$ cat config.mk
export PLATFORM = sky130hd
export DESIGN_NAME = ufiReadRouter_flat
export DESIGN_NICKNAME = d
export VERILOG_FILES = /design/src/logic/ufiBusPkg.sv /design/src/logic/ufiMemPkg.sv /design/src/logic/ufiSlaveIf.sv /design/src/logic/ufiReadRouter.sv /design/src/flat_wrapper.sv
export VERILOG_INCLUDE_DIRS = /design/src /design/src/logic
export SDC_FILE = /design/constraint.sdc
export NUM_CORES = 1
export LEC_CHECK = 0
export BUFFER_PORTS_ARGS = -buffer_cell sky130_fd_sc_hd__buf_2
export CAP_MARGIN = 40
export CORE_MARGIN = 1
export CORE_UTILIZATION = 45
export CTS_CLUSTER_SIZE = 28
export DETAILED_ROUTE_END_ITERATION = 8
export PLACE_DENSITY = 0.72
export RECOVER_POWER = 50
export SLEW_MARGIN = 20
export SYNTH_ARGS = -nofsm -noshare
export SYNTH_HDL_FRONTEND = slang
export SYNTH_SLANG_ARGS = --single-unit
$ cat constraint.sdc
create_clock -name iUfiClk -period 2.1 [get_ports iUfiClk]
set_clock_uncertainty 0.1 [all_clocks]
set_input_delay 0.105 -clock iUfiClk [delete_from_list [all_inputs] [get_ports iUfiClk]]
set_output_delay 0.105 -clock iUfiClk [all_outputs]
set_load 0.05 [all_outputs]
$ cat src/logic/ufi_params.svh
// UFI bus parameters
// Bus widths, RAM decode depth, read latency, owner queue depth
`ifndef UFI_PARAMS_SVH
`define UFI_PARAMS_SVH

// ------------------------------
// Bus widths
`define UFI_DATA_W         8    // Data word, matches external RAM width
`define UFI_ADRS_W         32   // Full bus address

// ------------------------------
// On-chip RAM
`define UFI_RAM_DEPTH_BITS 10   // Decoded address bits, upper bits ignored
`define UFI_RAM_LATENCY    2    // Read stages after the command is sampled

// Read router owner FIFO, at least latency plus 1
`define UFI_QUEUE_DEPTH    4

`endif

$ cat src/logic/ufiBusPkg.sv
// UFI bus control types
// Requester owner codes and bus command encoding
package ufiBusPkg;

	// ------------------------------
	// Bus holder / read owner
	// Order follows arbiter priority
	typedef enum logic [1:0]
	{
		ownMcs = 2'd0,  // Microcontroller, write only
		ownSpi = 2'd1,  // SPI debug, read and write
		ownAtb = 2'd2,  // Audio transfer, read only
		ownVtb = 2'd3   // Video transfer, frame buffer R/W
	} ufiOwnerT;

	// ------------------------------
	// Command toward the RAM
	typedef enum logic
	{
		cmdWrite = 1'b0,
		cmdRead  = 1'b1
	} ufiCmdT;

	// Low level is write, same as requester cmd pins

endpackage

$ cat src/logic/ufiMemPkg.sv
// UFI memory word types
// Data word and address, sized from the params header
`include "ufi_params.svh"

package ufiMemPkg;

	// ------------------------------
	// Data word on wd and rd
	typedef logic [`UFI_DATA_W-1:0] ufiDataT;

	// ------------------------------
	// Shared read/write address
	// RAM decodes only the low bits
	typedef logic [`UFI_ADRS_W-1:0] ufiAdrsT;

endpackage

$ cat src/logic/ufiSlaveIf.sv
// UFI slave side interface
// Arbiter to RAM command, RAM return, router monitor view
`timescale 1ns/1ps

interface ufiSlaveIf;
	import ufiBusPkg::*;
	import ufiMemPkg::*;

	// Arbiter -> RAM, registered command
	ufiDataT  wd;       // Write data
	ufiAdrsT  adrs;     // R/W address
	logic     wEd;      // Write strobe
	logic     rEd;      // Read strobe
	ufiCmdT   cmd;      // High read / low write
	ufiOwnerT owner;    // Requester holding the bus

	// RAM -> arbiter / router
	ufiDataT  rd;       // Read data
	logic     rdValid;  // Read data valid
	logic     rdy;      // RAM accepts commands

	// ------------------------------
	modport master  (output wd, adrs, wEd, rEd, cmd, owner,
	                 input  rd, rdValid, rdy);

	modport slave   (input  wd, adrs, wEd, rEd, cmd, owner,
	                 output rd, rdValid, rdy);

	// Router only watches read issue and return
	modport monitor (input rEd, owner, rd, rdValid);

endinterface

$ cat src/logic/ufiReadRouter.sv
// UFI read router
// Owner FIFO for outstanding reads, registered tagged return
`timescale 1ns/1ps
`include "ufi_params.svh"

module ufiReadRouter (
	input  logic                 iUfiClk,
	input  logic                 rstN,
	ufiSlaveIf.monitor           bus,
	output ufiMemPkg::ufiDataT   rd,
	output logic                 rdValid,
	output ufiBusPkg::ufiOwnerT  rdOwner
);
	import ufiBusPkg::*;

	localparam int qDepth = `UFI_QUEUE_DEPTH;
	localparam int ptrW   = $clog2(qDepth);

	ufiOwnerT      ownQ [qDepth];   // Issuer of each read in flight
	logic [ptrW-1:0] wrPtr;
	logic [ptrW-1:0] rdPtr;
	logic [ptrW:0]   qCount;
	logic          qFull;
	logic          qEmpty;
	logic          push;
	logic          pop;

	// Whole read latency must fit in the FIFO
	if (qDepth < `UFI_RAM_LATENCY + 1)
		$error("UFI_QUEUE_DEPTH below read latency plus 1");

	assign qFull  = (qCount == (ptrW+1)'(qDepth));
	assign qEmpty = (qCount == '0);
	assign push   = bus.rEd && !qFull;        // Dropped when full
	assign pop    = bus.rdValid && !qEmpty;

	// ------------------------------
	// Owner FIFO
	always_ff @(posedge iUfiClk)
	begin
		if (push)
			ownQ[wrPtr] <= bus.owner;
	end

	always_ff @(posedge iUfiClk)
	begin
		if (!rstN)
		begin
			wrPtr   <= '0;
			rdPtr   <= '0;
			qCount  <= '0;
			rdValid <= 1'b0;
		end
		else
		begin
			if (push)
				wrPtr <= (wrPtr == ptrW'(qDepth-1)) ? '0 : wrPtr + 1'b1;
			if (pop)
				rdPtr <= (rdPtr == ptrW'(qDepth-1)) ? '0 : rdPtr + 1'b1;
			qCount  <= qCount + push - pop;   // Push and pop may coincide
			rdValid <= pop;
		end
	end

	// Tagged return
	always_ff @(posedge iUfiClk)
	begin
		rd <= bus.rd;
		if (pop)
			rdOwner <= ownQ[rdPtr];
	end

	aNoOvf: assert property (@(posedge iUfiClk) disable iff (!rstN)
		bus.rEd |-> !qFull) else $error("owner FIFO overflow, read dropped");
	aNoUnf: assert property (@(posedge iUfiClk) disable iff (!rstN)
		bus.rdValid |-> !qEmpty) else $error("rdValid with no owner queued");

endmodule

$ cat src/flat_wrapper.sv
// flat-port wrapper written by rule: the top's interface ports become plain ports
module ufiReadRouter_flat import ufiBusPkg::*;
  (iUfiClk, rstN, rd, rdValid, rdOwner, bus_rEd, bus_owner, bus_rd, bus_rdValid);
  ufiSlaveIf bus_i ();
  input  logic iUfiClk;
  input  logic rstN;
  output ufiMemPkg::ufiDataT rd;
  output logic rdValid;
  output ufiBusPkg::ufiOwnerT rdOwner;
  input wire logic [$bits(bus_i.rEd)-1:0] bus_rEd;
  input wire logic [$bits(bus_i.owner)-1:0] bus_owner;
  input wire logic [$bits(bus_i.rd)-1:0] bus_rd;
  input wire logic [$bits(bus_i.rdValid)-1:0] bus_rdValid;
  assign bus_i.rEd = bus_rEd;
  assign bus_i.owner = bus_owner;
  assign bus_i.rd = bus_rd;
  assign bus_i.rdValid = bus_rdValid;
  ufiReadRouter u_core (.iUfiClk(iUfiClk), .rstN(rstN), .bus(bus_i), .rd(rd), .rdValid(rdValid), .rdOwner(rdOwner));
endmodule
==> run metrics, run 1 <==
status finished, violations left; failing checks setup timing; Initial Utilization 48.3%; Sinks on Clock Net 26; final core utilization 69.0%; vias in the first global route 545; Post-Syn Area 957 sq um; GRT Overall Usage between 10% and 20%; Syn Inst Count slightly below 70; post-detailed-route count of antenna-violating nets 0; Worst EP arrival approximately 2.3 ns; Seq/Total Area, Yosys 64.8%; diode count 0; Port Buffers 24; Final Slew Violations 0; Cell Pwr Density between 1000 and 1500 nW/um^2; EDFF count, synth 10; achievable frequency 457 MHz; Crit path largest cell delay 0.41 ns; Post-DP HPWL around 1100 um; CTS root buf clkbuf_4; Fillers 144; Hold Vio Cnt, Final 0; core box area around 2000 sq um; synthesized area per cell 13.9 sq um; synth warn 0; Inst Count DP about 120; Slew HR roughly 83%; required time worst endpoint 2.25 ns; row cnt 16; area occupied by multi-input gates 354 sq um; layout cells sized above 1 41.2%; # IOs 25; Final Wtd Congestion 0.687; Worst-Margin Slew 0.264 ns; Max Cap Viol 0; DRT Pass-1 Iters 2; Final Worst Setup Slack -0.0866 ns; Layout Nets 137; Vias about 640; fin cells 141; die area 2320 sq um; register bit total from synthesis 26; synthesis-to-layout area growth 42.9%; P_leak 0.000584 uW; initial DRC count 1; RSZ-0062 raised after global routing yes; Register Area 626 sq um; maximum VDD drop 0.000769 V; Total Routed Length 1630 um; clock slew at reported path FFs around 0.14 ns; chip height 48.1 um; number of vias per cell between 4 and 5; DRC 0; Crit. End Element flip-flop; synth top area cells dfxtp_1 (33%), edfxtp_1 (31%), ha_1 (9.2%); post-synth top area share 33.5%; clk_lat worst skew 0.32 ns; first-pass GRT wire length between 2000 and 2500 um; synth unique cells 20; Longest Clk Path Bufs 2; Final Cycle Share 104%; Synth area leader dfxtp_1; routed len/inst 11.6 um; Post-Place Setup Slack -0.0127 ns; final setup fails 1; setup TNS -0.0866 ns; syn nets between 90 and 100; antenna violations before repair 0; Hold Crit Class input port to flip-flop; critical path peak fanout 2; crit-path cells o31ai_4 > inv_2 > ha_4 > inv_4 > ha_4 > inv_2 > fa_2 > xor2_2 > and2_1 > nor3_1; commonest non-fill, non-tap cell in the layout buf_2; H-tree levels 1; top_reg_cell synth dfxtp_1; Num CTS Buffers 3; Die Width between 40 and 50 um; ys async rst share 0%; total grt overflow 0; CTS tree built; crit path kind flip-flop to flip-flop; most frequent cells in the layout buf_2 (22), dfxtp_1 (14), dlygate4sd3_1 (11), edfxtp_1 (10), buf_4 (6); largest net degree at the start of global routing 16; CP max-delay cell fa_2; Setup crit start kind flip-flop; final critical-path required period 2.19 ns
## critical path: cells and delay by family (launching register included)
kind,cells,cell delay [ns]
fa+ha+maj,3,0.74
flops,1,0.36
simple gates,2,0.30
compound gates,1,0.26
xor+xnor,1,0.19
buf+inv,3,0.17
## final cells by class
cell class | instances | area share [%]
clock buffers | 3 | 1.65
clock inverters | 1 | 2.20
inverters | 7 | 2.10
multi-input cells | 36 | 25.9
flip-flops and latches | 26 | 45.7
well taps | 27 | 2.47
repair buffers | 41 | 19.9
## logic make-up after synthesis
logic type               share of synthesized area, %
flip-flops                                       64.8
XOR/XNOR                                        0.915
AO/OA/AOI/OAI                                    3.53
buffers and inverters                            2.74
multiplexers                                     6.80
AND/OR/NAND/NOR                                  9.93
adder cells (fa/ha/maj)                          11.2
## synthesized netlist by cell type (2+ instances only)
cell,count
mux4_2,2
mux2i_1,2
edfxtp_1,10
nand2_1,5
and2_1,5
or3_1,2
nor2_1,4
ha_1,7
inv_1,6
dfxtp_1,16
## what timing repair did
item / CTS / global route
buffers inserted: 1 / 1
endpoints found under the hold margin: 19 / 0
gates resized for setup: 1 / 8
pin swaps: 0 / 4
hold buffers: 11 / 0
endpoints found under the setup margin: 1 / 1
## power by group
| group | total [uW] | switching (uW) | internal [uW] |
|---|---|---|---|
| Sequential | 675 | 55.7 | 620 |
| Combinational | 535 | 284 | 251 |
| Clock | 341 | 148 | 193 |
## stage by stage
| stage | power [uW] | hold slack [ns] | area (sq um) |
|---|---|---|---|
| global placement | 1090 | 0.107 | 1150 |
| floorplan | 983 | 0.0327 | 970 |
| detailed placement | 1100 | 0.109 | 1150 |
| CTS | 1470 | 0.0278 | 1330 |
| global route | 1650 | 0.107 | 1370 |
| finish | 1550 | 0.120 | 1370 |
## worst paths after layout
| path | slack [ns] | depth (start not counted) | endpoint | start |
|---|---|---|---|---|
| worst min register to register | 0.42 | 2 | u_core.wrPtr[1]$_SDFFE_PN0P_ | u_core.wrPtr[1]$_SDFFE_PN0P_ |
| worst max-delay path | -0.09 | 10 | u_core.qCount[2]$_SDFF_PN0_ | u_core.qCount[1]$_SDFF_PN0_ |
| worst min-delay path | 0.12 | 5 | u_core.rdValid$_SDFF_PN0_ | bus_rdValid |
| worst max register to register | -0.09 | 10 | u_core.qCount[2]$_SDFF_PN0_ | u_core.qCount[1]$_SDFF_PN0_ |
## layer usage
metal  routed length (um)  GRT usage [%]
met1                  706           17.8
met2                  869           25.7
met4                   24           8.33
met5                    0              0
met3                   31           3.33
## registers in the layout, indices dropped and copies added, names as in the netlist
name,flops
u_core.ownQ,8
u_core.qCount,3
u_core.rd,8
u_core.rdOwner,2
u_core.rdPtr,2
u_core.rdValid,1
u_core.wrPtr,2
Power figures use the tool's default switching activity.
==> run 2, diff against run 1 <==
--- a/config.mk
+++ b/config.mk
@@ -14,6 +14,7 @@
 export DETAILED_ROUTE_END_ITERATION = 8
 export PLACE_DENSITY = 0.72
 export RECOVER_POWER = 50
+export SETUP_SLACK_MARGIN = 0.5
 export SLEW_MARGIN = 20
 export SYNTH_ARGS = -nofsm -noshare
 export SYNTH_HDL_FRONTEND = slang
==> run 2 against run 1 <==
Sequential share of layout area rose by 0.51 points. Fmax rose by 7.6%. Hold slack got worse by 0.080 ns. Core utilization fell by 0.76 points. Critical endpoint unchanged. The run now ends clean. Setup slack improved by 0.15 ns.
==> run metrics, run 2 (synthesis results as in run 1) <==
Max Cap Viol 0; Sinks on Clock Net 26; Num CTS Buffers 3; antenna violations before repair 0; layout cells sized above 1 41.2%; diode count 0; number of vias per cell 4.48; maximum VDD drop 0.000637 V; Post-DP HPWL 1130 um; Hold Vio Cnt, Final 0; most frequent cells in the layout buf_2 (22), dfxtp_1 (14), dlygate4sd3_1 (11), edfxtp_1 (10), buf_4 (6); Final Worst Setup Slack 0.0673 ns; Inst Count DP 122; largest net degree at the start of global routing 15; total grt overflow 0; required time worst endpoint approximately 2.3 ns; Vias between 600 and 700; final core utilization 68.2%; Post-Place Setup Slack 0.0653 ns; Initial Utilization 48.3%; DRC 0; Slew HR 83.2%; row cnt 16; Setup crit start kind flip-flop; initial DRC count 8; crit path kind flip-flop to flip-flop; Layout Nets 137; synthesis-to-layout area growth 41.3%; Hold Crit Class input port to flip-flop; P_leak 0.000583 uW; Port Buffers 24; first-pass GRT wire length 2550 um; Final Wtd Congestion 0.672; # IOs 25; chip height 48.1 um; final critical-path required period 2.03 ns; die area 2320 sq um; core box area 1980 sq um; Top Registers u_core.ownQ x8, u_core.rd x8, u_core.qCount x3; CTS tree built; Final Slew Violations 0; clock slew at reported path FFs 0.13 ns; GRT Overall Usage between 15 and 20%; status finished clean; Total Routed Length 1670 um; Cell Pwr Density 1070 nW/um^2; DRT Pass-1 Iters 2; vias in the first global route 564; RSZ-0062 raised after global routing yes; H-tree levels 1; commonest non-fill, non-tap cell in the layout buf_2; routed len/inst 11.8 um; final setup fails 0; Crit. End Element flip-flop; Longest Clk Path Bufs 2; total power 1450 uW; critical path peak fanout 2; Die Width 48.1 um; setup TNS 0 ns; achievable frequency 492 MHz; Worst-Margin Slew 0.254 ns; clk_lat worst skew 0.31 ns; post-detailed-route count of antenna-violating nets 0; Worst EP arrival 2.18 ns; Fillers between 100 and 150; CTS root buf clkbuf_4; Final Cycle Share a little over nine tenths; fin cells 141
## run 2: power by group
| part | total (uW) | switching [uW] | leakage, uW | internal (uW) |
|---|---|---|---|---|
| Sequential | 686 | 65.9 | 0.000226 | 620 |
| Clock | 245 | 140 | 0.0000210 | 106 |
| Combinational | 519 | 271 | 0.000335 | 248 |
| Total | 1450 | 477 | 0.000583 | 974 |
## run 2: layout make-up
cell class              count  area, sq um  area share, %
inverters                   7         26.3           1.94
clock buffers               4         36.3           2.68
multi-input cells          36          358           26.5
repair buffers             41          273           20.2
well taps                  27         33.8           2.50
flip-flops and latches     26          626           46.3
## run 2: worst paths after layout
kind                                 from                      endpoint  slack (ns)  cells past startpoint
max           u_core.qCount[2]$_SDFF_PN0_   u_core.qCount[2]$_SDFF_PN0_        0.07                     10
min                           bus_rdValid     u_core.rdValid$_SDFF_PN0_        0.04                      4
max reg2reg   u_core.qCount[2]$_SDFF_PN0_   u_core.qCount[2]$_SDFF_PN0_        0.07                     10
min reg2reg  u_core.wrPtr[1]$_SDFFE_PN0P_  u_core.wrPtr[1]$_SDFFE_PN0P_        0.41                      2
## run 2: per-stage QoR
stage | hold WS, ns | area [sq um]
2_1_floorplan | 0.0327 | 996
3_3_place_gp | 0.107 | 1160
3_5_place_dp | 0.109 | 1160
4_1_cts | 0.0354 | 1330
5_1_grt | 0.0295 | 1350
6_report | 0.0398 | 1350
## run 2: worst max-delay path: stages (launching register included)
cell and delay [ns]:
dfxtp_4 0.38, o31ai_4 0.25, inv_2 0.08, ha_4 0.22
inv_2 0.06, ha_4 0.11, inv_2 0.03, fa_2 0.32
xor2_1 0.15, and2_1 0.16, nor3_1 0.10
## run 2: metal layers
metal | up-vias | part of all wire, % | global-route usage (%)
li1 | 324 | - | -
met1 | 298 | 45 | 22.8
met2 | 7 | 52 | 25.4
met3 | 2 | 1.6 | 3.33
met4 | 0 | 1.4 | 11.7
met5 | - | 0 | 0
## run 2: timing repair
action | CTS | global route
gates resized for setup | 2 | 2
gates cloned | 0 | 0
setup buffers | 2 | 2
setup endpoints to repair | 2 | 2
endpoints found under the hold margin | 18 | 0
pin swaps | 0 | 0
hold buffers | 11 | 0
==> run 3, diff against run 2 <==
--- a/config.mk
+++ b/config.mk
@@ -6,13 +6,13 @@
 export SDC_FILE = /design/constraint.sdc
 export NUM_CORES = 1
 export LEC_CHECK = 0
-export BUFFER_PORTS_ARGS = -buffer_cell sky130_fd_sc_hd__buf_2
+export ABC_AREA = 1
 export CAP_MARGIN = 40
 export CORE_MARGIN = 1
 export CORE_UTILIZATION = 45
 export CTS_CLUSTER_SIZE = 28
 export DETAILED_ROUTE_END_ITERATION = 8
-export PLACE_DENSITY = 0.72
+export DONT_BUFFER_PORTS = 1
 export RECOVER_POWER = 50
 export SETUP_SLACK_MARGIN = 0.5
 export SLEW_MARGIN = 20
==> constraint.sdc (replaced) <==
create_clock -name iUfiClk -period 1.9 [get_ports iUfiClk]
set_clock_uncertainty 0.1 [all_clocks]
set_input_delay 0.095 -clock iUfiClk [delete_from_list [all_inputs] [get_ports iUfiClk]]
set_output_delay 0.095 -clock iUfiClk [all_outputs]
set_load 0.05 [all_outputs]
==> run 3 against run 2 <==
The flow now finishes with violations (hold timing). Combinational power grew 25%. Global-route usage down 1.1 points. Fmax grew 7.7%. Power up 26%. Wire length is 1.7% lower. Highest routed layer unchanged.
==> run metrics, run 3 <==
status finished, violations left; failing checks hold timing; worst hold path cell count 2; Buf/Inv on CP 3; Die Width 49.3 um; most frequent cells after synthesis nor2_1 (18), dfxtp_1 (16), inv_1 (16); Layout Nets 143; Synth area leader dfxtp_1; crit-path cells nor2_4 > nand2_2 > nand2_2 > inv_2 > ha_4 > inv_2 > ha_4 > inv_2 > fa_2 > xor2_2 > nand2_1 > nand2_1 > nor2_1; DRT Pass-1 Iters 4; initial DRC count 12; row cnt 16; Final Slew Violations 0; H-tree levels 1; layout cells sized above 1 29.2%; top_reg_cell synth dfxtp_1; total power 1820 uW; Hold Path End u_core.qCount[0]$_SDFF_PN0_; Register-to-Register Path Depth 13; largest net degree at the start of global routing 16; synthesized area per cell around 11 sq um; post-detailed-route count of antenna-violating nets 0; routed len/inst 11.1 um; CTS root buf clkbuf_4; Cell Pwr Density around 1300 nW/um^2; worst reg2reg endpoint u_core.qCount[2]$_SDFF_PN0_; chip height approximately 49 um; diode count 0; DRC 0; Slew HR 67.4%; post-synthesis mux area share 0%; EDFF count, synth 10; Hold Crit Class input port to flip-flop; most frequent cells in the layout nor2_1 (14), dfxtp_1 (14), inv_1 (13), dlygate4sd3_1 (11), edfxtp_1 (10); CP max-delay cell dfxtp_2; Hold Crit Start rstN; synthesis-to-layout area growth 36.0%; CTS tree built; Max Cap Viol 0; post-synth top area share 31.8%; Longest Clk Path Bufs 2; Post-Syn Area 1010 sq um; final critical-path required period between 1.5 and 2 ns; Synth Area in Compound Gates 4.22%; most common cell in the netlist nor2_1; Crit. End Element flip-flop; RSZ-0062 raised after global routing yes; Adder-Cell Fraction of Synth Area 10.7%; GRT Overall Usage between 10% and 20%; xor/xnor share of the synthesized area less than 1%; synth warn 0; Port Buffers 0; Worst-Margin Slew 0.488 ns; Crit path largest cell delay 0.36 ns; Total Routed Length 1640 um; Syn Inst Count 95; crit path kind flip-flop to flip-flop; achievable frequency 530 MHz; Hold Vio Cnt, Final 7; Initial Utilization 49.3%; antenna violations before repair 0; register bit total from synthesis 26; Fillers 158; Seq/Total Area, Yosys 61.6%; hold buffers post-CTS 11; r2r setup slk 0.01 ns; ys async rst share 0%; number of vias per cell 4.55; Post-DP HPWL 1170 um; Placed Area 1130 sq um; Sinks on Clock Net 26; syn nets 117; final core utilization 67.1%; required time worst endpoint around 2.0 ns; first-pass GRT wire length 2880 um; critical path peak fanout 2; synth unique cells 15; synth top area cells dfxtp_1 (32%), edfxtp_1 (30%), ha_1 (8.7%); Final Wtd Congestion approximately 0.66; Vias 669; Worst path most repeated cell inv_2; Hold Slack -0.232 ns; total grt overflow 0; setup TNS 0 ns; final setup fails 0; clk_lat worst skew roughly 0.32 ns; P_leak approximately 0.00058 uW; die area about 2400 sq um; core box area 2040 sq um; clock slew at reported path FFs ~0.13 ns; CP top delay family adder cells; post-route cell area approximately 1400 sq um; Final Cycle Share 99.3%; R2R Path Start u_core.qCount[0]$_SDFF_PN0_; Top Registers u_core.ownQ x8, u_core.rd x8, u_core.qCount x3; Simple-Gate Fraction of Synth Area 16.6%; Setup crit start kind flip-flop; maximum VDD drop 0.000784 V; largest family of logic cells by synthesized area simple AND/OR/NAND/NOR gates; Num CTS Buffers 3; vias in the first global route 671; Worst EP arrival 2.02 ns; # IOs 25
[run 3: cell count changes in the layout (fill, tap and decap cells not counted), moves of 3 or more]
cell,before,now
and2_1,5,0
buf_2,22,0
inv_1,3,13
nand2_1,5,8
nand2_2,0,3
nor2_1,3,14
nor2_4,0,6
o21ai_0,1,4
[run 3: cells by family after synthesis]
family	after synthesis
and+or+nand+nor	36
buffers and inverters	16
adders and majority gates	8
xor gates and xnor gates	1
AOI/OAI and AO/OA	8
DFF	26
[run 3: timing repair]
action | CTS | global route
endpoints found under the setup margin | 3 | 11
pin swaps | 8 | 5
buffers inserted | 1 | 2
endpoints found under the hold margin | 24 | 7
resized for setup | 10 | 4
[run 3: worst reg2reg max path, stage by stage (launching register included)]
cell     delay [ns]
dfxtp_2        0.36
nor2_4         0.11
nand2_2        0.07
nand2_2        0.07
inv_2          0.05
ha_4           0.21
inv_2          0.06
ha_4           0.12
inv_2          0.03
fa_2           0.34
xor2_2         0.15
nand2_1        0.06
nand2_1        0.05
nor2_1         0.03
[run 3: final cells by class]
type | count | area [sq um] | share of cell area [%]
flip-flops and latches | 26 | 626 | 45.7
multi-input cells | 53 | 407 | 29.7
repair buffers | 21 | 196 | 14.3
inverters | 16 | 60.1 | 4.38
clock buffers | 4 | 47.5 | 3.47
well taps | 27 | 33.8 | 2.47
[run 3: power by group]
part	switching [uW]	internal [uW]
Clock	158	161
Combinational	321	327
Sequential	163	692
Total	642	1180
[run 3: worst max path at each step]
stage	start	endpoint	slack (ns)	depth (start not counted)
after floorplan	u_core.qCount[1]$_SDFF_PN0_	u_core.qCount[2]$_SDFF_PN0_	-0.02	13
after global placement	u_core.qCount[0]$_SDFF_PN0_	u_core.qCount[2]$_SDFF_PN0_	0.01	13
after detailed placement	u_core.qCount[0]$_SDFF_PN0_	u_core.qCount[2]$_SDFF_PN0_	-0.03	13
after CTS	u_core.qCount[1]$_SDFF_PN0_	u_core.qCount[2]$_SDFF_PN0_	-0.05	13
after global routing	u_core.qCount[0]$_SDFF_PN0_	u_core.qCount[2]$_SDFF_PN0_	-0.15	13
final	u_core.qCount[0]$_SDFF_PN0_	u_core.qCount[2]$_SDFF_PN0_	0.01	13
[run 3: layer usage]
metal | routed length, um | track usage, %
met5 | 0 | 0
met4 | 26 | 8.82
met3 | 56 | 3.12
met2 | 874 | 29.2
met1 | 678 | 17.0
[run 3: stage by stage]
stage / worst slack [ns] / hold WS (ns) / std cells
5_1_grt: -0.147 / -0.241 / 147
3_5_place_dp: -0.0313 / 0.0228 / 129
3_3_place_gp: 0.0110 / 0.0228 / 129
6_report: 0.0130 / -0.232 / 147
2_1_floorplan: -0.0218 / 0.0227 / 95
4_1_cts: -0.0524 / -0.243 / 145
