## config.mk

```make
export PLATFORM = sky130hd
export DESIGN_NAME = ufiArbiter_flat
export DESIGN_NICKNAME = d
export VERILOG_FILES = /design/src/logic/ufiBusPkg.sv /design/src/logic/ufiMemPkg.sv /design/src/logic/ufiSlaveIf.sv /design/src/logic/ufiArbiter.sv /design/src/flat_wrapper.sv
export VERILOG_INCLUDE_DIRS = /design/src /design/src/logic
export SDC_FILE = /design/constraint.sdc
export NUM_CORES = 1
export LEC_CHECK = 0
export ABC_CLOCK_PERIOD_IN_PS = 2800
export BUFFER_PORTS_ARGS = -buffer_cell sky130_fd_sc_hd__clkbuf_2
export CORE_AREA = 2 2 86 88
export CTS_BUF_LIST = sky130_fd_sc_hd__clkbuf_16
export DETAILED_ROUTE_END_ITERATION = 7
export DIE_AREA = 0 0 88 90
export GPL_ROUTABILITY_DRIVEN = 0
export PLACE_DENSITY = 0.8
export SYNTH_ARGS = -nofsm -noshare
export SYNTH_HDL_FRONTEND = slang
export SYNTH_SLANG_ARGS = --single-unit
```

## constraint.sdc

```tcl
create_clock -name iUfiClk -period 2.8 [get_ports iUfiClk]
set_input_delay 0.14 -clock iUfiClk [delete_from_list [all_inputs] [get_ports iUfiClk]]
set_output_delay 0.14 -clock iUfiClk [all_outputs]
set_load 0.01 [all_outputs]
```

## src/logic/ufi_params.svh

```systemverilog
// UFI bus parameters
// Bus widths, RAM decode depth, read latency, owner queue depth
`ifndef UFI_PARAMS_SVH
`define UFI_PARAMS_SVH

// ------------------------------
// Bus widths
`define UFI_DATA_W         8    // Data word, matches external RAM width
`define UFI_ADRS_W         32   // Full bus address

// ------------------------------
// On-chip RAM
`define UFI_RAM_DEPTH_BITS 10   // Decoded address bits, upper bits ignored
`define UFI_RAM_LATENCY    2    // Read stages after the command is sampled

// Read router owner FIFO, at least latency plus 1
`define UFI_QUEUE_DEPTH    4

`endif

```

## src/logic/ufiBusPkg.sv

```systemverilog
// UFI bus control types
// Requester owner codes and bus command encoding
package ufiBusPkg;

	// ------------------------------
	// Bus holder / read owner
	// Order follows arbiter priority
	typedef enum logic [1:0]
	{
		ownMcs = 2'd0,  // Microcontroller, write only
		ownSpi = 2'd1,  // SPI debug, read and write
		ownAtb = 2'd2,  // Audio transfer, read only
		ownVtb = 2'd3   // Video transfer, frame buffer R/W
	} ufiOwnerT;

	// ------------------------------
	// Command toward the RAM
	typedef enum logic
	{
		cmdWrite = 1'b0,
		cmdRead  = 1'b1
	} ufiCmdT;

	// Low level is write, same as requester cmd pins

endpackage

```

## src/logic/ufiMemPkg.sv

```systemverilog
// UFI memory word types
// Data word and address, sized from the params header
`include "ufi_params.svh"

package ufiMemPkg;

	// ------------------------------
	// Data word on wd and rd
	typedef logic [`UFI_DATA_W-1:0] ufiDataT;

	// ------------------------------
	// Shared read/write address
	// RAM decodes only the low bits
	typedef logic [`UFI_ADRS_W-1:0] ufiAdrsT;

endpackage

```

## src/logic/ufiSlaveIf.sv

```systemverilog
// UFI slave side interface
// Arbiter to RAM command, RAM return, router monitor view
`timescale 1ns/1ps

interface ufiSlaveIf;
	import ufiBusPkg::*;
	import ufiMemPkg::*;

	// Arbiter -> RAM, registered command
	ufiDataT  wd;       // Write data
	ufiAdrsT  adrs;     // R/W address
	logic     wEd;      // Write strobe
	logic     rEd;      // Read strobe
	ufiCmdT   cmd;      // High read / low write
	ufiOwnerT owner;    // Requester holding the bus

	// RAM -> arbiter / router
	ufiDataT  rd;       // Read data
	logic     rdValid;  // Read data valid
	logic     rdy;      // RAM accepts commands

	// ------------------------------
	modport master  (output wd, adrs, wEd, rEd, cmd, owner,
	                 input  rd, rdValid, rdy);

	modport slave   (input  wd, adrs, wEd, rEd, cmd, owner,
	                 output rd, rdValid, rdy);

	// Router only watches read issue and return
	modport monitor (input rEd, owner, rd, rdValid);

endinterface

```

## src/logic/ufiArbiter.sv

```systemverilog
// UFI fixed-priority arbiter
// MCS > SPI > ATB / VTB, ATB and VTB lock each other out
// Winner command registered onto the slave interface
`timescale 1ns/1ps

module ufiArbiter (
	input  logic                iUfiClk,
	input  logic                rstN,
	// MCS, write only
	input  ufiMemPkg::ufiDataT  mcsWd,
	input  ufiMemPkg::ufiAdrsT  mcsAdrs,
	input  logic                mcsEd,
	input  logic                mcsVd,
	// SPI debug, R/W
	input  ufiMemPkg::ufiDataT  spiWd,
	input  ufiMemPkg::ufiAdrsT  spiAdrs,
	input  logic                spiEd,
	input  logic                spiVd,
	input  ufiBusPkg::ufiCmdT   spiCmd,
	// VTB, R/W with split strobes
	input  ufiMemPkg::ufiDataT  vtbWd,
	input  ufiMemPkg::ufiAdrsT  vtbAdrs,
	input  logic                vtbWEd,
	input  logic                vtbREd,
	input  logic                vtbVd,
	input  ufiBusPkg::ufiCmdT   vtbCmd,
	// ATB, read only
	input  ufiMemPkg::ufiAdrsT  atbAdrs,
	input  logic                atbEd,
	input  logic                atbVd,
	// Registered grants
	output logic                atbRdy,
	output logic                vtbRdy,
	ufiSlaveIf.master           bus
);
	import ufiBusPkg::*;
	import ufiMemPkg::*;

	logic     hiBusy;    // MCS or SPI takes the bus
	logic     atbWin;    // ATB owns the ATB/VTB pair
	logic     vtbWin;
	logic     vtbLock;   // VTB held the pair last clock
	ufiDataT  nxtWd;
	ufiAdrsT  nxtAdrs;
	logic     nxtWEd;
	logic     nxtREd;
	ufiCmdT   nxtCmd;
	ufiOwnerT nxtOwner;

	// ------------------------------
	// Lockout, holder keeps pair until its valid drops
	assign hiBusy = mcsVd || spiVd;
	assign atbWin = atbVd && !vtbLock;      // ATB first when both idle
	assign vtbWin = vtbVd && !atbWin;

	// ------------------------------
	// Winner select
	always_comb
	begin
		nxtWd    = '0;                       // Idle bus
		nxtAdrs  = '0;
		nxtWEd   = 1'b0;
		nxtREd   = 1'b0;
		nxtCmd   = cmdWrite;
		nxtOwner = ownMcs;
		if (bus.rdy)                         // Nothing issued before RAM is up
		begin
			if (mcsVd)
			begin
				nxtWd    = mcsWd;
				nxtAdrs  = mcsAdrs;
				nxtWEd   = mcsEd;            // MCS write fixed
			end
			else if (spiVd)
			begin
				nxtWd    = spiWd;
				nxtAdrs  = spiAdrs;
				nxtWEd   = spiEd && (spiCmd == cmdWrite);
				nxtREd   = spiEd && (spiCmd == cmdRead);
				nxtCmd   = spiCmd;
				nxtOwner = ownSpi;
			end
			else if (atbWin)
			begin
				nxtAdrs  = atbAdrs;
				nxtREd   = atbEd;            // ATB enable is a read strobe
				nxtCmd   = cmdRead;
				nxtOwner = ownAtb;
			end
			else if (vtbWin)
			begin
				nxtWd    = vtbWd;
				nxtAdrs  = vtbAdrs;
				nxtWEd   = vtbWEd;
				nxtREd   = vtbREd;
				nxtCmd   = vtbCmd;
				nxtOwner = ownVtb;
			end
		end
	end

	// Control state
	always_ff @(posedge iUfiClk)
	begin
		if (!rstN)
		begin
			bus.wEd <= 1'b0;
			bus.rEd <= 1'b0;
			atbRdy  <= 1'b0;
			vtbRdy  <= 1'b0;
			vtbLock <= 1'b0;
		end
		else
		begin
			bus.wEd <= nxtWEd;
			bus.rEd <= nxtREd;
			atbRdy  <= atbWin && !hiBusy && bus.rdy;   // Low while preempted
			vtbRdy  <= vtbWin && !hiBusy && bus.rdy;
			vtbLock <= vtbWin;
		end
	end

	// Payload
	always_ff @(posedge iUfiClk)
	begin
		bus.wd    <= nxtWd;
		bus.adrs  <= nxtAdrs;
		bus.cmd   <= nxtCmd;
		bus.owner <= nxtOwner;
	end

	// One access per clock on the shared RAM port
	aNoRdWr: assert property (@(posedge iUfiClk) disable iff (!rstN)
		!(bus.wEd && bus.rEd))
		else $error("wEd and rEd high together");

endmodule

```

## src/flat_wrapper.sv

```systemverilog
// flat-port wrapper written by rule: the top's interface ports become plain ports
module ufiArbiter_flat import ufiBusPkg::*; import ufiMemPkg::*;
  (iUfiClk, rstN, mcsWd, mcsAdrs, mcsEd, mcsVd, spiWd, spiAdrs, spiEd, spiVd, spiCmd, vtbWd, vtbAdrs, vtbWEd, vtbREd, vtbVd, vtbCmd, atbAdrs, atbEd, atbVd, atbRdy, vtbRdy, bus_wd, bus_adrs, bus_wEd, bus_rEd, bus_cmd, bus_owner, bus_rd, bus_rdValid, bus_rdy);
  ufiSlaveIf bus_i ();
  input  logic iUfiClk;
  input  logic rstN;
  input  ufiMemPkg::ufiDataT mcsWd;
  input  ufiMemPkg::ufiAdrsT mcsAdrs;
  input  logic mcsEd;
  input  logic mcsVd;
  input  ufiMemPkg::ufiDataT spiWd;
  input  ufiMemPkg::ufiAdrsT spiAdrs;
  input  logic spiEd;
  input  logic spiVd;
  input  ufiBusPkg::ufiCmdT spiCmd;
  input  ufiMemPkg::ufiDataT vtbWd;
  input  ufiMemPkg::ufiAdrsT vtbAdrs;
  input  logic vtbWEd;
  input  logic vtbREd;
  input  logic vtbVd;
  input  ufiBusPkg::ufiCmdT vtbCmd;
  input  ufiMemPkg::ufiAdrsT atbAdrs;
  input  logic atbEd;
  input  logic atbVd;
  output logic atbRdy;
  output logic vtbRdy;
  output wire logic [$bits(bus_i.wd)-1:0] bus_wd;
  output wire logic [$bits(bus_i.adrs)-1:0] bus_adrs;
  output wire logic [$bits(bus_i.wEd)-1:0] bus_wEd;
  output wire logic [$bits(bus_i.rEd)-1:0] bus_rEd;
  output wire logic [$bits(bus_i.cmd)-1:0] bus_cmd;
  output wire logic [$bits(bus_i.owner)-1:0] bus_owner;
  input wire logic [$bits(bus_i.rd)-1:0] bus_rd;
  input wire logic [$bits(bus_i.rdValid)-1:0] bus_rdValid;
  input wire logic [$bits(bus_i.rdy)-1:0] bus_rdy;
  assign bus_wd = bus_i.wd;
  assign bus_adrs = bus_i.adrs;
  assign bus_wEd = bus_i.wEd;
  assign bus_rEd = bus_i.rEd;
  assign bus_cmd = bus_i.cmd;
  assign bus_owner = bus_i.owner;
  assign bus_i.rd = bus_rd;
  assign bus_i.rdValid = bus_rdValid;
  assign bus_i.rdy = bus_rdy;
  ufiArbiter u_core (.iUfiClk(iUfiClk), .rstN(rstN), .mcsWd(mcsWd), .mcsAdrs(mcsAdrs), .mcsEd(mcsEd), .mcsVd(mcsVd), .spiWd(spiWd), .spiAdrs(spiAdrs), .spiEd(spiEd), .spiVd(spiVd), .spiCmd(spiCmd), .vtbWd(vtbWd), .vtbAdrs(vtbAdrs), .vtbWEd(vtbWEd), .vtbREd(vtbREd), .vtbVd(vtbVd), .vtbCmd(vtbCmd), .atbAdrs(atbAdrs), .atbEd(atbEd), .atbVd(atbVd), .atbRdy(atbRdy), .vtbRdy(vtbRdy), .bus(bus_i));
endmodule
```

==> impl_results.md, run 1 <==
- Worst Hold Launch: mcsAdrs[30]
- H-tree depth reported by CTS: 2
- Post-synth EDFFs: 0
- Drt via density: 5.386
- Num Clock Sinks: 48
- Synth area leaders: dfxtp_1 36%, and3b_1 10%, o221ai_2 10%, a31oi_1 8.0%, nand3_1 6.7%
- Root buffer selected by CTS: clkbuf_16
- Hpwl dp: 6630 um
- Post-CTS sizing: 0
- Die span in y: 90 um
- Layout area overhead: 43.36%
- Clk slew on worst S/H paths: 0.07 ns
- Most frequent cell after synthesis: dfxtp_1
- Register area share after synthesis: 0.3592
- Die Wd: 88 um
- DRC violations left: 0
- Max Slew Vio Count: 0
- Share of cells above drive strength 1: 0.5133
- Drt initial violations: 108
- Total wire length: 9393 um
- Max IR drop VDD: 261.6 uV
- Setup tns final: 0 ns
- First-pass GRT wire length: 14,290 um
- Hold buffers post-CTS: 0
- Post-DRT Antenna Nets: 0
- Final setup viols: 0
- Nets: 661
- Crit path kind: reg -> reg
- Initial antenna violation count: 0
- R2R Path Start: u_core.vtbLock
- Vias: 3,156
- Syn_area_per_cell: 8.947 um2
- Final Hold Fails: 0
- Clock Skew: 0.002190 ns
- Worst slew margin: 0.3511
- Drt wl/cell: 16.03 um
- Vias in the first global route: 3,097
- TritonCTS Buffers: 5
- Synth top area share: 0.3592
- Met1 GRT Util: 0.2597
- R2R depth: 3
- Fmax: 0.5794 GHz
- Worst-case clock buffer depth: 2
- Hold crit path type: in -> reg
- Total track usage: 0.2261
- R2R Setup Slk: 1.07 ns
- Worst Max-Slew Pin Slew: 0.9734 ns
- Startpoint types: flop
- Crit-path max FO: 46
- Std-Cell Core Area: 7020 um2
- Leakage power: 1.914 nW
- Initial core utilization: 0.3810
- Synth Flop Type: dfxtp_1
- Fill count: 663
- GR Util met3: 0.05510
- Synth Warn #: 0
- 1st-pass router iterations: 5
- Mapped Cells: 299
- IO buf count: 212
- Count of different cell masters after synthesis: 28
- Max cap viols: 0
- Final Critical Period: 1.726 ns
- Std-Cell Rows: 31
- Synth Net Count: 474
- N_diodes: 0
- Largest net degree at the start of global routing: 74
- Reg-to-Reg End: u_core.bus.adrs[31]
- Cell taking the most area after synthesis: dfxtp_1
- Full die area: 7920 um2
- Worst-skew pair later-pin latency: 0.28 ns
- Worst Path Required: 2.94 ns
- I/O Pins: 222
- Final Cycle Share: 0.6164
- Pwr Density: 478.7 nW/um2
- Post-synth ARST share: 0
- Grt met2 use: 0.4085
- Util after Layout: 0.5462
- Synth cell count leaders: 48 x dfxtp_1, 36 x nand2_1, 36 x nand3_1, 34 x a31oi_1, 32 x and3b_1
- Status: complete, no violations
- Yosys reg bits: 48
- Post-CTS Setup Inserts: 0
- Hold path depth: 3
- Most crowded layer after global routing: met2
- RSZ-0062 raised after global routing: no
- Netlist Area Pre-Place: 2675 um2
- Arr. time, crit path: 1.87 ns
- Grt ovf: 0
- CTS tree: done
- CP endpoint kind: flop
- Min-Delay Endpoint: u_core.bus.adrs[30]
-- cells in the final DEF, fill, tap and decap left out, types with 4 or more instances in the layout --
cell,instances
clkbuf_2,212
dfxtp_1,48
nand2_1,36
nand3_1,36
a31oi_1,34
and3b_1,32
o221ai_2,18
o221ai_1,13
a21oi_1,9
a32oi_1,8
o21ai_0,8
buf_4,7
clkbuf_16,5
nor2_1,4
-- how the worst max path moves through the flow --
stage                         from                   to  slack [ns]  cells past startpoint
floorplan           u_core.vtbLock  u_core.bus.adrs[25]        1.67                      5
global placement             atbVd  u_core.bus.adrs[31]        0.95                      5
detailed placement           atbVd  u_core.bus.adrs[31]        0.89                      5
CTS                 u_core.vtbLock  u_core.bus.adrs[31]        1.08                      3
global route        u_core.vtbLock  u_core.bus.adrs[31]         1.0                      3
finish              u_core.vtbLock  u_core.bus.adrs[31]        1.07                      3
-- kinds of logic after synthesis --
logic type / after synthesis / synth area share
buffers and inverters: 40 / 0.09495
DFF: 48 / 0.3592
and+or+nand+nor: 118 / 0.2544
AOI/OAI and AO/OA: 93 / 0.2914
-- final cells by class --
cell class | instances | area (um2) | share of cell area
tap | 99 | 123.9 | 0.03230
sequential | 48 | 960.9 | 0.2506
timing repair buffer | 219 | 1114 | 0.2904
inverter | 1 | 3.754 | 0.0009788
multi-input combinational | 211 | 1465 | 0.3821
clock buffer | 5 | 125.1 | 0.03263
clock inverter | 3 | 42.54 | 0.01109
-- registers in the layout, summed over array words and instances (netlist names) --
name / cells
u_core.bus.adrs: 32
u_core.bus.wd: 8
u_core.bus.owner: 2
u_core.atbRdy: 1
u_core.bus.cmd: 1
u_core.bus.rEd: 1
u_core.bus.wEd: 1
u_core.vtbLock: 1
u_core.vtbRdy: 1
-- layer usage --
layer  part of all wire  wire length [um]
met1               0.39              3640
met4              0.015               143
met2               0.51              4836
met5                  0                 0
met3              0.082               772
-- per-stage QoR --
stage	instances	cell area [um2]	total power [W]	hold slack [ns]	setup slack [ns]
2_1_floorplan	299	2675	0.0009895	0.2859	1.668
3_3_place_gp	578	3667	0.001163	0.3730	0.9511
4_1_cts	586	3835	0.001860	0.08458	1.084
3_5_place_dp	578	3667	0.001176	0.3836	0.8857
5_1_grt	586	3835	0.001920	0.09507	0.9960
6_report	586	3835	0.001836	0.08745	1.074
-- where the power goes --
group | total, W | internal [W] | switching (W)
logic | 0.000417 | 0.000196 | 0.000220
registers | 0.000743 | 0.000731 | 0.0000124
clock network | 0.000676 | 0.000420 | 0.000256
total | 0.00184 | 0.00135 | 0.000489
-- critical path: stages, from the launching register on --
cell and delay, ns:
dfxtp_1 0.31, nand2b_2 0.64, a31oi_1 0.48, o221ai_2 0.14
No activity file was read; power rests on OpenSTA's default activity.
==> run 2, diff against run 1 <==
--- a/config.mk
+++ b/config.mk
@@ -6,14 +6,14 @@
 export SDC_FILE = /design/constraint.sdc
 export NUM_CORES = 1
 export LEC_CHECK = 0
-export ABC_CLOCK_PERIOD_IN_PS = 2800
+export ABC_CLOCK_PERIOD_IN_PS = 1500
 export BUFFER_PORTS_ARGS = -buffer_cell sky130_fd_sc_hd__clkbuf_2
-export CORE_AREA = 2 2 86 88
+export CORE_MARGIN = 2
+export CORE_UTILIZATION = 35
 export CTS_BUF_LIST = sky130_fd_sc_hd__clkbuf_16
 export DETAILED_ROUTE_END_ITERATION = 7
-export DIE_AREA = 0 0 88 90
 export GPL_ROUTABILITY_DRIVEN = 0
-export PLACE_DENSITY = 0.8
+export PLACE_DENSITY = 0.77
 export SYNTH_ARGS = -nofsm -noshare
 export SYNTH_HDL_FRONTEND = slang
 export SYNTH_SLANG_ARGS = --single-unit
==> constraint.sdc (replaced) <==
create_clock -name iUfiClk -period 1.5 [get_ports iUfiClk]
set_input_delay 0.075 -clock iUfiClk [delete_from_list [all_inputs] [get_ports iUfiClk]]
set_output_delay 0.075 -clock iUfiClk [all_outputs]
set_load 0.01 [all_outputs]
==> run 2 against run 1 <==
- final area grew 2.0%
- largest power group unchanged
- highest routed layer unchanged
- critical path type unchanged
- clock skew rose by 0.0017 ns
- sequential share of layout area decreased by 0.49 points
- sequential cell count stayed put
- via count grew 0.63%
- clock-buffer cell count did not move
- worst hold slack worse by 0.063 ns
- final cell count grew 1.9%
- largest cell class unchanged
==> impl_results.md, run 2 (same netlist as run 1, synthesis figures left out) <==
- Vias in the first global route: 3,094 (-0.097%)
- Hpwl dp: 7223 um (+8.9%)
- Post-DRT Antenna Nets: 0 (unchanged)
- Slowest stage delay, CP: 0.33 ns (-0.31 ns)
- H-tree depth reported by CTS: 2 (unchanged)
- Max reg flops: 32 (unchanged)
- Final Critical Period: 1.355 ns (-0.3710 ns)
- Leakage power: 1.957 nW (+2.3%)
- Clk slew on worst S/H paths: 0.07 ns (about the same)
- Fmax: 0.7381 GHz (+27%)
- CTS tree: done
- Initial core utilization: 0.3649 (-0.01613)
- Drt initial violations: 114 (+5.6%)
- 1st-pass router iterations: 4 (-1)
- IO buf count: 212 (unchanged)
- Clock Skew: 0.003843 ns (+0.001652 ns)
- TritonCTS Buffers: 5 (unchanged)
- I/O Pins: 222 (unchanged)
- Largest regs: u_core.bus.adrs: 32 flops, u_core.bus.wd: 8 flops, u_core.bus.owner: 2 flops
- Hold buffers post-CTS: 0 (unchanged)
- Most frequent cells in the layout: 212 x clkbuf_2, 48 x dfxtp_1, 36 x nand2_1, 36 x nand3_1, 34 x a31oi_1
- Num Clock Sinks: 48 (unchanged)
- DRC violations left: 0 (unchanged)
- Most flops, register: u_core.bus.adrs
- Crit-path max FO: 26 (-43%)
- Full die area: 8359 um2 (+5.5%)
- Worst-skew pair later-pin latency: 0.28 ns (about the same)
- Final Instance Count excl. Fillers: 597 (+1.9%)
- Max Slew Vio Count: 0 (unchanged)
- Std-Cell Rows: 31 (unchanged)
- Pwr Density: 844.4 nW/um2 (+76%)
- Hold crit path type: in -> reg
- Worst Max-Slew Pin Slew: 0.3674 ns (-0.6059 ns)
- Worst-case clock buffer depth: 2 (unchanged)
- RSZ-0062 raised after global routing: no
- Nets: 672 (+1.7%)
- Crit path cell chain: nand2b_2 > buf_12 > a31oi_1 > o221ai_2
- Post-CTS sizing: 0 (unchanged)
- Total track usage: 0.2166 (-0.009452)
- N_diodes: 0 (unchanged)
- Worst slew margin: 0.7550 (+0.4040)
- Status: complete, no violations
- Final setup viols: 0 (unchanged)
- Crit path kind: reg -> reg
- Initial antenna violation count: 0 (unchanged)
- Slowest cell on the critical path: nand2b_2
- Grt ovf: 0 (unchanged)
- Std-Cell Core Area: 7331 um2 (+4.4%)
- Final Cycle Share: 0.9032 (+0.2868)
- Max cap viols: 0 (unchanged)
- Commonest non-fill, non-tap cell in the layout: clkbuf_2
- Drt wl/cell: 15.75 um (-1.7%)
- Layout area overhead: 46.21%
- Total wire length: 9402 um (about the same)
- Arr. time, crit path: 1.52 ns (-0.35 ns)
- Worst Path Required: 1.66 ns (-1.28 ns)
- CP endpoint kind: flop
- Setup tns final: 0 ns (unchanged)
- Post-CTS Setup Inserts: 0 (unchanged)
- Die Wd: 91.43 um (+3.9%)
- Drt via density: 5.320 (-1.2%)
- Root buffer selected by CTS: clkbuf_16
- Largest net degree at the start of global routing: 40 (-46%)
- First-pass GRT wire length: 14,580 um (+2.0%)
- Startpoint types: flop
- Max IR drop VDD: 381.8 uV (+46%)
- Die span in y: 91.43 um (+1.6%)
- Total Power: 0.003303 W (+80%)
- Final Hold Fails: 0 (unchanged)
- Vias: 3,176 (+0.63%)
- Placed cells: 589 (+1.9%)
- Share of cells above drive strength 1: 0.5241 (+0.01075)
## run 2: final timing paths
| check | startpoint | endpoint | slack, ns | depth (start not counted) |
|---|---|---|---|---|
| min reg2reg | u_core.vtbLock | u_core.bus.adrs[6] | 0.92 | 4 |
| min | mcsAdrs[20] | u_core.bus.adrs[20] | 0.02 | 3 |
| max | u_core.vtbLock | u_core.bus.adrs[31] | 0.15 | 4 |
| max reg2reg | u_core.vtbLock | u_core.bus.adrs[31] | 0.15 | 4 |
## run 2: worst max-delay path, delay by kind of cell (launching register included)
family / cells / cell delay, ns
simple gates: 1 / 0.33
compound gates: 2 / 0.34
flops: 1 / 0.32
buf+inv: 1 / 0.25
## run 2: per-layer routing
| layer | wire (um) | global-route usage | share of wire | vias to the layer above |
|---|---|---|---|---|
| met5 | 0 | 0 | 0 | - |
| met4 | 110 | 0.06313 | 0.012 | 0 |
| met3 | 626 | 0.04232 | 0.067 | 12 |
| met2 | 4857 | 0.3922 | 0.52 | 133 |
| met1 | 3807 | 0.2570 | 0.40 | 1492 |
| li1 | - | - | - | 1539 |
## run 2: per-stage QoR
stage | utilization | instance area, um2 | worst slack (ns) | hold WS (ns)
floorplan | - | 2675 | 0.3680 | 0.2209
global placement | 0.5132 | 3762 | 0.1913 | 0.3141
detailed placement | 0.5132 | 3762 | 0.1667 | 0.3166
CTS | 0.5335 | 3911 | 0.1482 | 0.01926
global route | 0.5335 | 3911 | 0.07655 | 0.02709
finish | 0.5335 | 3911 | 0.1452 | 0.02479
## run 2: cell type report
cell class / count / area, um2
clock buffer: 5 / 125.1
clock inverter: 3 / 23.77
fill: 714 / 3420
inverter: 1 / 3.754
multi-input combinational: 211 / 1465
sequential: 48 / 960.9
tap: 99 / 123.9
timing repair buffer: 230 / 1209
## run 2: power breakdown
group          leakage [nW]  total [W]  internal (W)  switching, W
clock network        0.0660    0.00111      0.000620      0.000490
logic                  1.49   0.000806      0.000390      0.000416
registers             0.398    0.00139       0.00136     0.0000234
==> run 3, diff against run 2 <==
--- a/config.mk
+++ b/config.mk
@@ -7,7 +7,7 @@
 export NUM_CORES = 1
 export LEC_CHECK = 0
 export ABC_CLOCK_PERIOD_IN_PS = 1500
-export BUFFER_PORTS_ARGS = -buffer_cell sky130_fd_sc_hd__clkbuf_2
+export BUFFER_PORTS_ARGS = -buffer_cell sky130_fd_sc_hd__buf_2
 export CORE_MARGIN = 2
 export CORE_UTILIZATION = 35
 export CTS_BUF_LIST = sky130_fd_sc_hd__clkbuf_16
==> run 3 against run 2 <==
- sequential cell count is the same
- combinational power barely moved
- non-clock buffer count decreased by 3
- sequential power hardly changed
- sequential share of layout area is the same
- final area did not move
- register-to-register slack hardly changed
- utilization is the same
==> impl_results.md, run 3 (same netlist as run 1, synthesis figures left out) <==
- 1st-pass router iterations: 5 (+1)
- Crit path depth: 4 (unchanged)
- R2R depth: 4 (unchanged)
- Vias: 3,192 (+0.50%)
- Share of cells above drive strength 1: 0.5212 (-0.002884)
- Die Wd: 91.43 um (unchanged)
- Worst slew margin: 0.7152 (-0.03988)
- Clk slew on worst S/H paths: 0.07 ns (about the same)
- Hold buffers post-CTS: 0 (unchanged)
- Hold crit path type: in -> reg
- Final Cycle Share: 0.9013 (-0.001880)
- Reg-to-Reg End: u_core.bus.adrs[31]
- Std-Cell Rows: 31 (unchanged)
- Initial antenna violation count: 0 (unchanged)
- Arr. time, crit path: 1.52 ns (about the same)
- First-pass GRT wire length: 14,790 um (+1.4%)
- Setup tns final: 0 ns (unchanged)
- Pwr Density: 883.7 nW/um2 (+4.6%)
- Post-DRT Antenna Nets: 0 (unchanged)
- CP endpoint kind: flop
- Crit-path max FO: 26 (unchanged)
- Full die area: 8359 um2 (unchanged)
- Setup crit start: u_core.vtbLock
- Post-CTS Setup Inserts: 0 (unchanged)
- Critical path capture point: u_core.bus.adrs[31]
- Fmax: 0.7396 GHz (+0.21%)
- Final setup viols: 0 (unchanged)
- Worst Path Required: 1.67 ns (about the same)
- I/O Pins: 222 (unchanged)
- Max cap viols: 0 (unchanged)
- Fill count: 705 (-1.3%)
- DRC violations left: 0 (unchanged)
- Hpwl dp: 7153 um (-0.97%)
- Nets: 669 (-0.45%)
- Grt ovf: 0 (unchanged)
- Num Clock Sinks: 48 (unchanged)
- R2R Path Start: u_core.vtbLock
- Total track usage: 0.2165 (about the same)
- Std-Cell Core Area: 7331 um2 (unchanged)
- Vias in the first global route: 3,148 (+1.7%)
- Die span in y: 91.43 um (unchanged)
- Commonest non-fill, non-tap cell in the layout: buf_2
- Post-CTS sizing: 0 (unchanged)
- Largest regs: u_core.bus.adrs: 32 flops, u_core.bus.wd: 8 flops, u_core.bus.owner: 2 flops
- Root buffer selected by CTS: clkbuf_16
- Slowest cell on the critical path: dfxtp_1
- Worst Max-Slew Pin Slew: 0.4272 ns (+0.05982 ns)
- Status: complete, no violations
- N_diodes: 0 (unchanged)
- RSZ-0062 raised after global routing: no
- FF+latch area: 960.9 um2 (unchanged)
- Drt initial violations: 197 (+73%)
- Final Hold Fails: 0 (unchanged)
- TritonCTS Buffers: 5 (unchanged)
- Max reg flops: 32 (unchanged)
- Worst Path Buf+Inv: 1 (unchanged)
- Final Critical Period: 1.352 ns (-0.002820 ns)
- Drt wl/cell: 15.98 um (+1.5%)
- Max IR drop VDD: 618.0 uV (+62%)
- Most flops, register: u_core.bus.adrs
- Layout area overhead: 46.21% (unchanged)
- CTS tree: done
- Most frequent cells in the layout: 212 x buf_2, 48 x dfxtp_1, 36 x nand2_1, 36 x nand3_1, 34 x a31oi_1
- R2R Setup Slk: 0.15 ns (about the same)
- Multi-input combinational cell area: 1465 um2 (unchanged)
- Startpoint types: flop
- H-tree depth reported by CTS: 2 (unchanged)
- Largest net degree at the start of global routing: 40 (unchanged)
- Drt via density: 5.374 (+1.0%)
- IO buf count: 212 (unchanged)
- Worst-skew pair later-pin latency: 0.28 ns (about the same)
- Total wire length: 9495 um (+0.99%)
- Initial core utilization: 0.3649 (unchanged)
- Crit path cell chain: nand2b_2 > buf_12 > a31oi_1 > o221ai_2
- Slowest stage delay, CP: 0.32 ns (about the same)
- Crit path max-delay family: compound AO/OA/AOI/OAI gates
- Worst-case clock buffer depth: 2 (unchanged)
- Max Slew Vio Count: 0 (unchanged)
- Leakage power: 1.944 nW (-0.69%)
- Total Power: 0.003456 W (+4.6%)
- Clock Skew: 0.009208 ns (+0.005365 ns)
- Hold path depth: 3 (unchanged)
- Min Hold Slack: 0.02221 ns (-0.002578 ns)
- Crit path kind: reg -> reg
run 3: cell count changes in the layout (fill, tap and decap cells not counted), sizes merged:
cell / delta
clkinv: -1
inv: +1
buf: +209
clkbuf: -212
bufinv: +1
clkinvlp: -1
run 3: report_power, final:
group          internal (W)  leakage (nW)  switching [W]  total, W
logic              0.000385          1.47       0.000420  0.000805
clock network      0.000792        0.0804       0.000476   0.00127
registers           0.00136         0.398      0.0000203   0.00138
run 3: final cells by class:
cell class,count,share of cell area
clock buffers,5,0.03199
clock inverters,3,0.01184
inverters,1,0.0009597
multi-input cells,211,0.3746
flip-flops and latches,48,0.2457
well taps,99,0.03167
repair buffers,227,0.3033
run 3: worst min path at each step:
stage | start | to | slack (ns)
after floorplan | rstN | u_core.vtbLock | 0.22
after global placement | mcsAdrs[30] | u_core.bus.adrs[30] | 0.31
after global routing | mcsAdrs[14] | u_core.bus.adrs[14] | 0.04
after detailed placement | mcsAdrs[20] | u_core.bus.adrs[20] | 0.32
final | mcsAdrs[30] | u_core.bus.adrs[30] | 0.02
after CTS | mcsAdrs[30] | u_core.bus.adrs[30] | 0.02
run 3: per-layer routing:
layer / part of all wire / track usage / vias up
met3: 0.058 / 0.03237 / 10
met5: 0 / 0 / -
met1: 0.40 / 0.2551 / 1503
li1: - / - / 1533
met4: 0.011 / 0.05177 / 0
met2: 0.53 / 0.4069 / 146
run 3: worst reg2reg max path: stages, from the launching register on:
cell and delay [ns]:
dfxtp_1 0.32, nand2b_2 0.32, buf_12 0.25, a31oi_1 0.22, o221ai_2 0.13
run 3: metrics by stage:
stage	instances	setup slack [ns]	instance area (um2)	utilization
floorplan	299	0.3680	2675	-
CTS	594	0.1452	3911	0.5335
global placement	586	0.1937	3740	0.5102
detailed placement	586	0.1565	3740	0.5102
finish	594	0.1480	3911	0.5335
global route	594	0.03868	3911	0.5335
